<file path="config.mk">
export PLATFORM = sky130hd
export DESIGN_NAME = exec_stage
export DESIGN_NICKNAME = d
export VERILOG_FILES = /design/src/hw/exec_pkg.sv /design/src/hw/exec_intf.sv /design/src/hw/exec_stage.sv /design/src/hw/exec_ctrl.sv /design/src/hw/mul_iter.sv /design/src/hw/step_counter.sv /design/src/hw/alu_unit.sv
export SDC_FILE = /design/constraint.sdc
export NUM_CORES = 1
export LEC_CHECK = 0
export BUFFER_PORTS_ARGS = -buffer_cell sky130_fd_sc_hd__buf_4
export CAP_MARGIN = 5
export CORE_MARGIN = 3
export CORE_UTILIZATION = 35
export DETAILED_ROUTE_END_ITERATION = 12
export REMOVE_ABC_BUFFERS = 1
export SLEW_MARGIN = 20
export SYNTH_ARGS = -nofsm -noshare
export SYNTH_HDL_FRONTEND = slang
export SYNTH_HIERARCHICAL = 1
export SYNTH_SLANG_ARGS = --single-unit
</file>
<file path="constraint.sdc">
create_clock -name clk -period 8.6 [get_ports clk]
set_clock_uncertainty 0.1 [all_clocks]
set_input_delay 2.58 -clock clk [delete_from_list [all_inputs] [get_ports clk]]
set_output_delay 2.58 -clock clk [all_outputs]
set_load 0.05 [all_outputs]
</file>
<file path="src/hw/exec_pkg.sv">
// Shared definitions for the execute stage
// Data width, multiplier step count, micro-op and FSM state encodings

`default_nettype none

package exec_pkg;

  // --------------------
  // Datapath sizing
  // --------------------

  // Operand and result width
  localparam int XLEN = 32;

  // One partial-product step per multiplier bit
  localparam int MUL_STEPS = XLEN;

  // --------------------
  // Micro-ops
  // --------------------

  typedef enum logic [3:0] {
    UOP_ADD  = 4'd0,
    UOP_SUB  = 4'd1,
    UOP_AND  = 4'd2,
    UOP_OR   = 4'd3,
    UOP_XOR  = 4'd4,
    UOP_SLT  = 4'd5,
    UOP_SLTU = 4'd6,
    UOP_SLL  = 4'd7,
    UOP_SRL  = 4'd8,
    // Only multi-cycle op
    UOP_MUL  = 4'd9
  } rv_uop;

  // --------------------
  // Issue FSM states
  // --------------------

  typedef enum logic [1:0] {
    ST_IDLE = 2'd0,
    ST_MUL  = 2'd1,
    ST_FULL = 2'd2
  } exec_state;

endpackage

`default_nettype wire
</file>
<file path="src/hw/exec_intf.sv">
// Execute stage interfaces
// Decode to execute, execute to writeback, and the multiplier control bus

`timescale 1ns/1ps
`default_nettype none

// --------------------
// Decode to execute
// --------------------

interface d_x_if import exec_pkg::*; #(
  parameter int SEQ_BITS = 5
) ();
  logic                val;
  logic                rdy;
  logic [31:0]         pc;
  logic [SEQ_BITS-1:0] seq_num;
  logic [XLEN-1:0]     op1;
  logic [XLEN-1:0]     op2;
  logic [4:0]          waddr;
  rv_uop               uop;

  // Execute side receives the message
  modport sink (input val, pc, seq_num, op1, op2, waddr, uop, output rdy);
endinterface

// --------------------
// Execute to writeback
// --------------------

interface x_w_if import exec_pkg::*; #(
  parameter int SEQ_BITS = 5
) ();
  logic                val;
  logic                rdy;
  logic [31:0]         pc;
  logic [SEQ_BITS-1:0] seq_num;
  logic [4:0]          waddr;
  logic [XLEN-1:0]     wdata;
  logic                wen;

  modport source (output val, pc, seq_num, waddr, wdata, wen, input rdy);
endinterface

// --------------------
// Multiplier bus
// --------------------

interface mul_if import exec_pkg::*; ();
  // start and done are single-cycle pulses
  logic            start;
  logic [XLEN-1:0] op1;
  logic [XLEN-1:0] op2;
  logic            busy;
  logic            done;
  logic [XLEN-1:0] product;

  modport ctrl (output start, op1, op2, input busy, done, product);
  modport unit (input start, op1, op2, output busy, done, product);
endinterface

`default_nettype wire

</file>
<file path="src/hw/exec_stage.sv">
// Execute stage top level
// Plain decode and writeback ports, control, ALU and iterative multiplier

`timescale 1ns/1ps
`default_nettype none

module exec_stage import exec_pkg::*; #(
  parameter int SEQ_BITS = 5
) (
  input  logic                clk,
  input  logic                rst_n,
  // Decode side
  input  logic                d_val,
  output logic                d_rdy,
  input  logic [31:0]         d_pc,
  input  logic [SEQ_BITS-1:0] d_seq_num,
  input  logic [XLEN-1:0]     d_op1,
  input  logic [XLEN-1:0]     d_op2,
  input  logic [4:0]          d_waddr,
  input  rv_uop               d_uop,
  // Writeback side
  output logic                w_val,
  input  logic                w_rdy,
  output logic [31:0]         w_pc,
  output logic [SEQ_BITS-1:0] w_seq_num,
  output logic [4:0]          w_waddr,
  output logic [XLEN-1:0]     w_wdata,
  output logic                w_wen
);

  d_x_if #(.SEQ_BITS(SEQ_BITS)) d_x ();
  x_w_if #(.SEQ_BITS(SEQ_BITS)) x_w ();
  mul_if                        mul_bus ();

  rv_uop           alu_uop;
  logic [XLEN-1:0] alu_op1;
  logic [XLEN-1:0] alu_op2;
  logic [XLEN-1:0] alu_result;

  // --------------------
  // Port to interface
  // --------------------

  assign d_x.val     = d_val;
  assign d_x.pc      = d_pc;
  assign d_x.seq_num = d_seq_num;
  assign d_x.op1     = d_op1;
  assign d_x.op2     = d_op2;
  assign d_x.waddr   = d_waddr;
  assign d_x.uop     = d_uop;
  assign d_rdy       = d_x.rdy;

  assign w_val       = x_w.val;
  assign w_pc        = x_w.pc;
  assign w_seq_num   = x_w.seq_num;
  assign w_waddr     = x_w.waddr;
  assign w_wdata     = x_w.wdata;
  assign w_wen       = x_w.wen;
  assign x_w.rdy     = w_rdy;

  // --------------------
  // Units
  // --------------------

  exec_ctrl #(.SEQ_BITS(SEQ_BITS)) u_ctrl (
    .clk        (clk),
    .rst_n      (rst_n),
    .d          (d_x.sink),
    .w          (x_w.source),
    .mul        (mul_bus.ctrl),
    .alu_uop    (alu_uop),
    .alu_op1    (alu_op1),
    .alu_op2    (alu_op2),
    .alu_result (alu_result)
  );

  alu_unit u_alu (
    .uop    (alu_uop),
    .op1    (alu_op1),
    .op2    (alu_op2),
    .result (alu_result)
  );

  mul_iter u_mul (
    .clk   (clk),
    .rst_n (rst_n),
    .mul   (mul_bus.unit)
  );

endmodule

`default_nettype wire

</file>
<file path="src/hw/exec_ctrl.sv">
// Execute stage control
// Issue FSM, operand steering to the ALU and multiplier, and the
// output register toward writeback

`timescale 1ns/1ps
`default_nettype none

module exec_ctrl import exec_pkg::*; #(
  parameter int SEQ_BITS = 5
) (
  input  logic            clk,
  input  logic            rst_n,
  d_x_if.sink             d,
  x_w_if.source           w,
  mul_if.ctrl             mul,
  output rv_uop           alu_uop,
  output logic [XLEN-1:0] alu_op1,
  output logic [XLEN-1:0] alu_op2,
  input  logic [XLEN-1:0] alu_result
);

  exec_state state;
  exec_state state_nxt;

  logic                d_fire;
  logic                is_mul;
  logic                out_free;
  logic                load_alu;
  logic                load_mul;
  logic                out_load;
  logic [31:0]         pc_q;
  logic [SEQ_BITS-1:0] seq_q;
  logic [4:0]          waddr_q;
  logic [XLEN-1:0]     prod_q;
  logic                w_val_q;
  logic [31:0]         w_pc_q;
  logic [SEQ_BITS-1:0] w_seq_q;
  logic [4:0]          w_waddr_q;
  logic [XLEN-1:0]     w_wdata_q;

  // --------------------
  // Issue side
  // --------------------

  // Output slot free, or drained this cycle
  assign out_free = !w_val_q || w.rdy;
  assign d.rdy    = (state == ST_IDLE) && !mul.busy && out_free;
  assign d_fire   = d.val && d.rdy;
  assign is_mul   = (d.uop == UOP_MUL);

  // ALU sees the incoming message directly
  assign alu_uop = d.uop;
  assign alu_op1 = d.op1;
  assign alu_op2 = d.op2;

  // Multiplier loads on the issue edge
  assign mul.start = d_fire && is_mul;
  assign mul.op1   = d.op1;
  assign mul.op2   = d.op2;

  always_comb begin
    state_nxt = state;
    case (state)
      ST_IDLE: if (d_fire && is_mul) state_nxt = ST_MUL;
      // Park the product when the output slot is busy
      ST_MUL:  if (mul.done) state_nxt = out_free ? ST_IDLE : ST_FULL;
      ST_FULL: if (out_free) state_nxt = ST_IDLE;
      default: state_nxt = ST_IDLE;
    endcase
  end

  always_ff @(posedge clk or negedge rst_n) begin
    if (!rst_n) begin
      state <= ST_IDLE;
    end else begin
      state <= state_nxt;
    end
  end

  // Tags and product for the MUL in flight
  always_ff @(posedge clk) begin
    if (d_fire) begin
      pc_q    <= d.pc;
      seq_q   <= d.seq_num;
      waddr_q <= d.waddr;
    end
    if (mul.done) begin
      prod_q <= mul.product;
    end
  end

  // --------------------
  // Output register
  // --------------------

  assign load_alu = d_fire && !is_mul;
  assign load_mul = ((state == ST_MUL) && mul.done) || (state == ST_FULL);
  assign out_load = load_alu || (load_mul && out_free);

  always_ff @(posedge clk or negedge rst_n) begin
    if (!rst_n) begin
      w_val_q <= 1'b0;
    end else if (out_load) begin
      w_val_q <= 1'b1;
    end else if (w.rdy) begin
      w_val_q <= 1'b0;
    end
  end

  always_ff @(posedge clk) begin
    if (load_alu) begin
      w_pc_q    <= d.pc;
      w_seq_q   <= d.seq_num;
      w_waddr_q <= d.waddr;
      w_wdata_q <= alu_result;
    end else if (out_load) begin
      w_pc_q    <= pc_q;
      w_seq_q   <= seq_q;
      w_waddr_q <= waddr_q;
      // Fresh product in ST_MUL, parked one in ST_FULL
      w_wdata_q <= (state == ST_MUL) ? mul.product : prod_q;
    end
  end

  assign w.val     = w_val_q;
  assign w.pc      = w_pc_q;
  assign w.seq_num = w_seq_q;
  assign w.waddr   = w_waddr_q;
  assign w.wdata   = w_wdata_q;
  // x0 never written
  assign w.wen     = (w_waddr_q != 5'd0);

endmodule

`default_nettype wire

</file>
<file path="src/hw/mul_iter.sv">
// Iterative shift-add multiplier
// One partial product per cycle, returns the low XLEN bits of op1 * op2

`timescale 1ns/1ps
`default_nettype none

module mul_iter import exec_pkg::*; (
  input logic clk,
  input logic rst_n,
  mul_if.unit mul
);

  logic            cnt_busy;
  logic            cnt_last;
  logic [XLEN-1:0] mcand;
  logic [XLEN-1:0] mplier;
  logic [XLEN-1:0] acc;
  logic            done_q;

  // Counter paces the steps, it runs while nonzero
  step_counter u_cnt (
    .clk   (clk),
    .rst_n (rst_n),
    .load  (mul.start),
    .step  (cnt_busy),
    .last  (cnt_last),
    .busy  (cnt_busy)
  );

  // --------------------
  // Datapath
  // --------------------

  always_ff @(posedge clk) begin
    if (mul.start) begin
      mcand  <= mul.op1;
      mplier <= mul.op2;
      acc    <= '0;
    end else if (cnt_busy) begin
      // Add shifted multiplicand on a set bit
      if (mplier[0]) begin
        acc <= acc + mcand;
      end
      mcand  <= mcand << 1;
      mplier <= mplier >> 1;
    end
  end

  // done lands the cycle after the final step
  always_ff @(posedge clk or negedge rst_n) begin
    if (!rst_n) begin
      done_q <= 1'b0;
    end else begin
      done_q <= cnt_last;
    end
  end

  assign mul.busy    = cnt_busy;
  assign mul.done    = done_q;
  assign mul.product = acc;

endmodule

`default_nettype wire

</file>
<file path="src/hw/step_counter.sv">
// Multiplier step counter
// Loads MUL_STEPS, counts down once per step and flags the final step

`timescale 1ns/1ps
`default_nettype none

module step_counter import exec_pkg::*; (
  input  logic clk,
  input  logic rst_n,
  input  logic load,
  input  logic step,
  output logic last,
  output logic busy
);

  localparam int CNT_W = $clog2(MUL_STEPS + 1);

  logic [CNT_W-1:0] count;

  // Load wins over step
  always_ff @(posedge clk or negedge rst_n) begin
    if (!rst_n) begin
      count <= '0;
    end else if (load) begin
      count <= CNT_W'(MUL_STEPS);
    end else if (step && busy) begin
      count <= count - CNT_W'(1);
    end
  end

  assign busy = (count != '0);
  // High during the cycle of the final step
  assign last = step && (count == CNT_W'(1));

endmodule

`default_nettype wire

</file>
<file path="src/hw/alu_unit.sv">
// Single-cycle integer ALU
// Purely combinational, covers every micro-op except MUL

`timescale 1ns/1ps
`default_nettype none

module alu_unit import exec_pkg::*; (
  input  rv_uop           uop,
  input  logic [XLEN-1:0] op1,
  input  logic [XLEN-1:0] op2,
  output logic [XLEN-1:0] result
);

  // Shift amount width, 5 bits for RV32
  localparam int SHAMT_BITS = $clog2(XLEN);

  logic [SHAMT_BITS-1:0] shamt;
  logic                  lt_signed;
  logic                  lt_unsigned;

  // Only the low bits of op2 count for shifts
  assign shamt = op2[SHAMT_BITS-1:0];

  // Compares
  assign lt_signed   = $signed(op1) < $signed(op2);
  assign lt_unsigned = op1 < op2;

  // --------------------
  // Operation table
  // --------------------

  always_comb begin
    case (uop)
      // Add and sub wrap at XLEN bits
      UOP_ADD:  result = op1 + op2;
      UOP_SUB:  result = op1 - op2;

      // Bitwise logic
      UOP_AND:  result = op1 & op2;
      UOP_OR:   result = op1 | op2;
      UOP_XOR:  result = op1 ^ op2;

      // Set-less-than gives 0 or 1
      UOP_SLT:  result = {{(XLEN-1){1'b0}}, lt_signed};
      UOP_SLTU: result = {{(XLEN-1){1'b0}}, lt_unsigned};

      // Logical shifts, zero fill
      UOP_SLL:  result = op1 << shamt;
      UOP_SRL:  result = op1 >> shamt;

      // MUL goes to the multiplier, result unused here
      default:  result = '0;
    endcase
  end

endmodule

`default_nettype wire

</file>
# Yosys cells after proc, flatten, opt, wreduce, memory -nomap -nowiden
# Index checks and enable logic that the tools add are counted.
# W data, S select, Z words.
# op_classes
n_addsub	4
magnitude_cmp	2
eq_ne	15
shifts	2
mux	23
n_bitwise	3
reduce_logical	23
# ops
operator	count
$mux W32	9
$pmux W32 S9	1
$add A32 B32 Y32	2
$lt A32 B32 Y1	2
$and A32 B32 Y32	1
$or A32 B32 Y32	1
$shl A32 B5 Y32	1
$shr A32 B5 Y32	1
$sub A32 B32 Y32	1
$xor A32 B32 Y32	1
$mux W5	4
$eq A4 B3 Y1 const B	4
$mux W6	2
$eq A4 B2 Y1 const B	2
$eq A4 B4 Y1 const B	2
$logic_and A1 B1 Y1	8
$mux W2	4
$eq A6 B1 Y1 const B	1
$pmux W2 S3	1
$reduce_bool A2 Y1	3
$reduce_bool A6 Y1	1
$sub A6 B1 Y6 const B	1
$reduce_bool A5 Y1	1
$eq A4 B1 Y1 const B	1
11 further kinds	17
# word_totals
ff_bits	254
in_bits	114
out_inout_bits	77
wordCells	87

# Depth between registers and ports, before layout
# Gate-level depths: netlist of run 1.
# logic_depth
depth_word	9
ltp_mapped	17
ltp_nobuf	13

# By module
# The synthesis of run 1 kept the hierarchy.
# by_module_without_submodules
mod	n_inst	cells_each	area_per_inst_um2	seq_area_each_um2
alu_unit	1	1265	8328.0	0.0
exec_ctrl	1	420	7061.8	4519.3
mul_iter	1	530	5680.4	2587.5
step_counter	1	43	419.2	150.1

# Least setup slack after synthesis of run 1
# No wires, ideal clock.
# synth_path
path_type	input port to flip-flop
start	in w_rdy
end	reg u_ctrl.w_pc_q[0] (netlist: u_ctrl/w.pc[0]) (enable)
t_arrival_ns	8.029
required_ns	7.892
path_slack_ns	-0.138
cell_stages	3
cell_sequence	nand2b_1 inv_1 o21ai_0
# synth_via
elab_chain_cells	6
elab_cells_between_ends	7
cone_classes	7 x reduce/logical
# synth_rtl
item	line	rtl
start: declaration	exec_stage.sv:23	input logic w_rdy,
$logic_or A1 B1 Y1 (*)	exec_ctrl.sv:46	assign out_free = !w_val_q || w.rdy;
$logic_and A1 B1 Y1	exec_ctrl.sv:47	assign d.rdy = (state == ST_IDLE) && !mul.busy && out_free;
$logic_and A1 B1 Y1	exec_ctrl.sv:48	assign d_fire = d.val && d.rdy;
$logic_and A1 B1 Y1	exec_ctrl.sv:96	assign load_alu = d_fire && !is_mul;
$logic_or A1 B1 Y1	exec_ctrl.sv:98	assign out_load = load_alu || (load_mul && out_free);
$reduce_bool A2 Y1 (no source line) (*)	--	
end signal: assignment	exec_ctrl.sv:112	w_pc_q <= d.pc;
end signal: assignment	exec_ctrl.sv:117	w_pc_q <= pc_q;
end: declaration	exec_ctrl.sv:36	logic [31:0] w_pc_q;
# Every way passes the cells marked *; elsewhere a longest branch is shown, timed or not.
# A chain may end at the register's enable or synchronous reset.

# Final worst setup path of run 1
# layout_path
start	in d_op2[0]
end	reg u_ctrl.w_wdata_q[22] (netlist: u_ctrl/w.wdata[22]) (data pin)
# layout_via
elab_chain_cells	3
elab_cells_between_ends	6
cone_classes	2 x add/sub; 2 x shift; 2 x mux
# layout_rtl
item	line	rtl
start: declaration	exec_stage.sv:18	input logic [XLEN-1:0] d_op2,
$sub A32 B32 Y32 (tied with other cells)	alu_unit.sv:36	UOP_SUB: result = op1 - op2;
$pmux W32 S9 (*)	alu_unit.sv:33	case (uop)
via alu_result[22]	exec_stage.sv:38	logic [XLEN-1:0] alu_result;
$mux W32 (*)	exec_ctrl.sv:111	if (load_alu) begin
end signal: assignment	exec_ctrl.sv:115	w_wdata_q <= alu_result;
end signal: assignment	exec_ctrl.sv:121	w_wdata_q <= (state == ST_MUL) ? mul.product : prod_q;
end: declaration	exec_ctrl.sv:39	logic [XLEN-1:0] w_wdata_q;
# Mark *: on every way through the listed nets, which the timed path passes. The rest lies on a longest branch.

==> results of run 1 <==
-- path summary, 6_finish.rpt --
kind / end / slack [ns]
max: u_ctrl/w.wdata[22] / 2.35
min: u_ctrl/prod_q[31] / 0.39
max reg2reg: u_mul/mcand[7] / 4.19
min reg2reg: u_ctrl/prod_q[31] / 0.39
max in group asynchronous: u_mul/u_cnt/count[2] / 6.55
min in group asynchronous: u_ctrl/w.val / 1.71
-- sequential cells by signal, summed over array words and instances, names as in the netlist --
| signal | cells |
|---|---|
| u_ctrl/state | 2 |
| u_ctrl/w.pc | 32 |
| u_mul/mcand | 32 |
| u_ctrl/w.val | 1 |
| u_mul/mplier | 32 |
| u_ctrl/seq_q | 5 |
| u_ctrl/w.seq_num | 5 |
| u_ctrl/pc_q | 32 |
| u_ctrl/waddr_q | 5 |
| u_ctrl/w.waddr | 5 |
| u_mul/u_cnt/count | 6 |
| u_ctrl/prod_q | 32 |
| u_mul/mul.done | 1 |
| u_mul/mul.product | 32 |
| u_ctrl/w.wdata | 32 |
-- cells in the final DEF, fill, tap and decap left out, types with 29 or more instances in the layout --
master	instances
o211ai_1	29
edfxtp_1	212
mux2_4	38
a211oi_1	35
clkbuf_16	31
a21oi_1	185
o21ai_0	101
buf_4	218
mux2_2	146
xnor2_1	29
nand2_1	184
dfxtp_1	32
mux2i_1	59
inv_1	118
nor2_1	170
ha_1	131
nor3_1	37
nand3_1	40
-- synthesized netlist by cell type, types with 11 or more instances --
| cell | count |
|---|---|
| a31oi_1 | 19 |
| nor3_1 | 40 |
| clkbuf_1 | 60 |
| inv_1 | 118 |
| o21ai_1 | 15 |
| edfxtp_1 | 212 |
| buf_2 | 40 |
| buf_1 | 14 |
| ha_1 | 131 |
| a221oi_1 | 11 |
| mux2_2 | 146 |
| a211oi_1 | 35 |
| a21o_1 | 21 |
| a222oi_1 | 13 |
| mux2_4 | 38 |
| nand2_1 | 184 |
| nor2_1 | 171 |
| o21ai_0 | 102 |
| nand2b_1 | 23 |
| o31ai_1 | 18 |
| a21oi_1 | 185 |
| buf_4 | 136 |
| nor4_1 | 13 |
| nand3_1 | 40 |
| mux2i_1 | 59 |
| o21bai_1 | 18 |
| o22ai_1 | 20 |
| nor2b_1 | 18 |
| o211ai_1 | 29 |
| xnor2_1 | 29 |
| mux4_2 | 16 |
| or3_1 | 11 |
| dfxtp_1 | 32 |
-- final cells by class --
| cell class | count | area (um^2) |
|---|---|---|
| fill | 6029 | 37000 |
| timing repair buffer | 220 | 1670 |
| clock buffer | 38 | 802 |
| inverter | 125 | 469 |
| clock inverter | 19 | 238 |
| multi-input combinational | 1619 | 12200 |
| sequential | 254 | 7260 |
| tap | 782 | 978 |
-- cells by family (layout without fill, tap and decap cells) --
group	after synthesis	count (layout)	share of synthesized area, %
flops	254	254	33.8
xor+xnor	34	34	1.39
fa+ha+maj	134	134	7.91
mux	265	265	15.1
compound gates	602	602	19.0
buf+inv	385	402	9.65
simple gates	584	584	13.2
-- report_power, final --
part / leakage (nW) / switching (mW) / internal (mW) / total [mW]
Combinational: 6.56 / 1.54 / 1.05 / 2.59
Sequential: 2.46 / 0.186 / 1.73 / 1.92
Clock: 0.504 / 0.559 / 0.792 / 1.35
-- metal layers --
metal / GRT usage, % / vias to the layer above
met2: 35.8 / 885
met1: 30.9 / 8875
met5: 0 / -
met4: 8.19 / 0
met3: 3.83 / 151
li1: - / 8212
-- stage by stage --
stage | TNS [ns] | instances | hold WS, ns
finish | 0 | 3057 | 0.391
global route | 0 | 3057 | 0.406
CTS | 0 | 3057 | 0.392
detailed placement | 0 | 3000 | 0.373
global placement | 0 | 3000 | 0.354
floorplan | -20.26 | 1998 | 0.341
==> impl_metrics.ini, run 1 <==
[run_status]
status = complete, no violations

[clock_tree]
clock_sinks = 254
postCtsSetupRepairBufs = 0
cts_tree = yes
cts_made_buffers = 31
cts_hold_buffers = 0
clk_path_buf_depth = 3
cts_resized = 0
clk_pin_slew_worst_paths_ns = 0.06
insertion_delay_ns = 0.59
cts_max_level = 1
root_buffer = clkbuf_16

[worst_setup_path]
startpoint_type = input pin
path_cells = buf_4 > ha_1 > fa_1 > nand3_1 > a211oi_1 > o211ai_1 > a21oi_1 > a21oi_1 > a221o_1 > o21ai_1 > o2111ai_1 > mux2_2
r2r_cells = 9
path_depth = 12
cp_max_fo = 61
endpoint_kind = flip-flop
path_common_cell = a21oi_1
critical_path_arrival_ns = 6.49
cp_top_family = compound AO/OA/AOI/OAI gates
r2r_start = u_mul/u_cnt/count[0]
cp_slowest_cell = buf_4
critical_path_required_ns = 8.84
critPathBufInv = 1
max_stage_delay_ns = 0.61
cp-startpoint = d_op2[0]
critical_path_class = input pin to flip-flop

[die]
die_w_um = 254
die-area_um2 = 64400
fp.dieH_um = 254
core_um2 = 60600
ioPinCount = 191
rows = 90
initial_core_util_pct = 35.5

[global_route]
overflow = 0
grt_max_degree = 96
antenna_found_initial = 0
grt_pass1_vias = 17400
grt_first_pass_wirelength_um = 111000
track_usage_pct = 22.5

[route]
drt_iter0_markers = 2079
drc = 0
drtAntennaViolNets = 0
first_pass_iters = 8
top_layer_used = met4
wire_per_inst_um = 24.4
avgViaCountPerCell = 5.93
dr_total_vias = 18100
wl_met2_um = 33300
wl_um = 74700
dr_wl_met3_um = 5990
wl_met1_um = 32600

[finish]
final_cell_area_um2 = 23600
syn2layout_area_growth_pct = 9.90
nets = 2499
post-route-util_pct = 39.0
diodes = 0
drive_above_1_share_pct = 23.6

[placement]
post_dp_cell_area_um2 = 22600
gp_congestion = 1.02
pre_cts_slack_ns = 1.87
dp.final_hpwl_um = 55800
portBuffers = 190

[hold_path]
min_from = u_mul/mul.product[31]
hold_path.class = flip-flop to flip-flop
holdPathStages = 0

[sta]
hold_viol = 0
worstMarginPinSlew_ns = 0.950
fmax_ghz = 0.160
fin_crit_ns = 6.25
setup_slack_ns = 2.35
period_share_pct = 72.7
slew_headroom_pct = 36.7
rsz0062_at_grt = false
drv_slew = 0
setup_viol_count_final = 0

[logic_synthesis]
synthArstFlopShare_pct = 3.94
synth-seq-cells = 254
avgSynthCellArea_um2 = 9.52
syn_inst = 2258
ys_types = 115
yosys.area.top_type_share_pct = 29.6
synth_area_um2 = 21500
yosysSeqAreaShare_pct = 33.8
yosys.area.top_type = edfxtp_1
synth.area.top_cells = edfxtp_1 30%, mux2_2 7.7%, ha_1 7.6%, buf_4 4.8%, a21oi_1 4.3%
synth_edf_count = 212
ys.flop_type = edfxtp_1
yosys_warnings = 6

[power_and_ir_drop]
p_total_mw = 5.86
power.leakage_nw = 9.53
ir_drop_mv = 0.165
power.density_nw_per_um2 = 248

[job]
drv_cap = 0
Note: power is estimated with default switching activity, not from simulation.
==> run 2, diff against run 1 <==
Clock period 8.6 ns to 5.05 ns, I/O delays scaled along.
==> run 2 against run 1 <==
Compared with the run above: power is 79% higher; sequential power rose by 72%; combinational power grew 80%; global-route usage increased by 1.9 points; critical path type unchanged.
==> impl_metrics.ini, run 2 (synthesis gave the netlist of run 1 again) <==
[sta]
worstMarginPinSlew_ns = 0.978
hold_viol = 0
drv_slew = 0
rsz0062_at_grt = false
period_share_pct = 90.9
fmax_ghz = 0.218
slew_headroom_pct = 34.7
setup_viol_count_final = 0
fin_crit_ns = 4.59

[global_route]
grt_pass1_vias = 18300
antenna_found_initial = 3
grt_max_degree = 70
track_usage_pct = 24.4
overflow = 0
grt_first_pass_wirelength_um = 119000

[worst_setup_path]
endpoint_kind = flip-flop
cp_slowest_cell = fa_1
critical_path_required_ns = 5.24
startpoint_type = input pin
cp-startpoint = d_op1[0]
cp_max_fo = 6
path_cells = buf_4 > inv_1 > ha_1 > fa_1 > o21bai_4 > a2111oi_4 > nor4_1 > a311o_1 > buf_4 > o21ai_1 > a21oi_1 > nor2_1 > nor4_1 > o31ai_1 > mux2_2
critical_path_arrival_ns = 4.78
critical_path_class = input pin to flip-flop
r2r_start = u_mul/u_cnt/count[0]
max_stage_delay_ns = 0.43

[clock_tree]
insertion_delay_ns = 0.56
clk_path_buf_depth = 3
root_buffer = clkbuf_16
postCtsSetupRepairBufs = 0
cts_made_buffers = 34
clock_sinks = 254
cts_resized = 0
clk_pin_slew_worst_paths_ns = 0.06
cts_tree = yes
cts_max_level = 2
cts_hold_buffers = 0

[placement]
post_dp_cell_area_um2 = 23700
dp.final_hpwl_um = 63100
dp.cells = 3142
portBuffers = 190
gp_congestion = 1.08

[route]
dr_total_vias = 18700
drt_iter0_markers = 1723
first_pass_iters = 8
drc = 0
wl_um = 80500
avgViaCountPerCell = 5.84
wire_per_inst_um = 25.1
drtAntennaViolNets = 0

[die]
die_w_um = 254
core_um2 = 60600
rows = 90
fp.dieH_um = 254
die-area_um2 = 64400
ioPinCount = 191
initial_core_util_pct = 35.5

[finish]
nFillCells = 5980
post-route-util_pct = 41.1
final_common_cell = buf_4
syn2layout_area_growth_pct = 15.9
register_area_um2 = 7260
layout_common_cells = 354 x buf_4, 212 x edfxtp_1, 185 x a21oi_1
drive_above_1_share_pct = 28.2
fin_cells = 3206
multiInputGateArea_um2 = 12200
final_cell_area_um2 = 24900
nets = 2644

[power_and_ir_drop]
p_total_mw = 10.5
power.leakage_nw = 10.3
power.density_nw_per_um2 = 421
ir_drop_mv = 0.265

[hold_path]
hold_path.class = flip-flop to flip-flop
min_from = u_mul/mul.product[31]

[run_status]
status = complete, no violations

[job]
drv_cap = 0
[run 2: cell count changes in the layout (fill, tap and decap cells not counted), sizes merged]
cell / change
buf: +142
inv: -1
bufinv: +1
clkinv: +1
diode: +2
clkbuf: +4
[run 2: power by group]
group,internal (mW),total [mW],switching [mW]
Sequential,2.95,3.31,0.353
Clock,1.54,2.54,1.00
Combinational,1.92,4.65,2.72
[run 2: stage by stage]
stage | TNS (ns) | setup slack [ns] | hold WS, ns
2_1_floorplan | -530.77 | -2.73 | 0.341
3_3_place_gp | -0.0498 | -0.0498 | 0.356
3_5_place_dp | -0.0653 | -0.0653 | 0.373
4_1_cts | 0 | 0.511 | 0.386
5_1_grt | 0 | 0.269 | 0.410
6_report | 0 | 0.460 | 0.386
[run 2: path summary, 6_finish.rpt]
kind / end / slack, ns / cells past startpoint
worst max-delay path: u_ctrl/w.wdata[0] / 0.46 / 15
worst min-delay path: u_ctrl/prod_q[31] / 0.39 / 0
worst min register to register: u_ctrl/prod_q[31] / 0.39 / 0
min in group asynchronous: u_mul/u_cnt/count[2] / 0.68 / 1
worst max register to register: u_mul/mplier[24] / 1.26 / 10
max in group asynchronous: u_ctrl/state[0] / 4.03 / 1
[run 2: metal layers]
| metal | track usage (%) | part of all wire, % | up-vias |
|---|---|---|---|
| li1 | - | - | 8511 |
| met1 | 32.3 | 42 | 9055 |
| met2 | 39.9 | 45 | 972 |
| met3 | 4.19 | 8.3 | 175 |
| met4 | 9.55 | 4.3 | 2 |
| met5 | 0 | 0.016 | - |
[run 2: layout make-up]
type	instances	share of cell area, %
flip-flops and latches	254	29.1
well taps	782	3.93
clock inverters	20	1.12
clock buffers	42	3.58
repair buffers	362	11.3
diodes	2	0.0201
inverters	125	1.88
multi-input cells	1619	49.0
[run 2: worst max-delay path: cells and delay by family]
kind / cells / cell delay, ns
AOI/OAI and AO/OA: 6 / 1.15
adders and majority gates: 2 / 0.66
buffers and inverters: 3 / 0.34
muxes: 1 / 0.28
and+or+nand+nor: 3 / 0.83
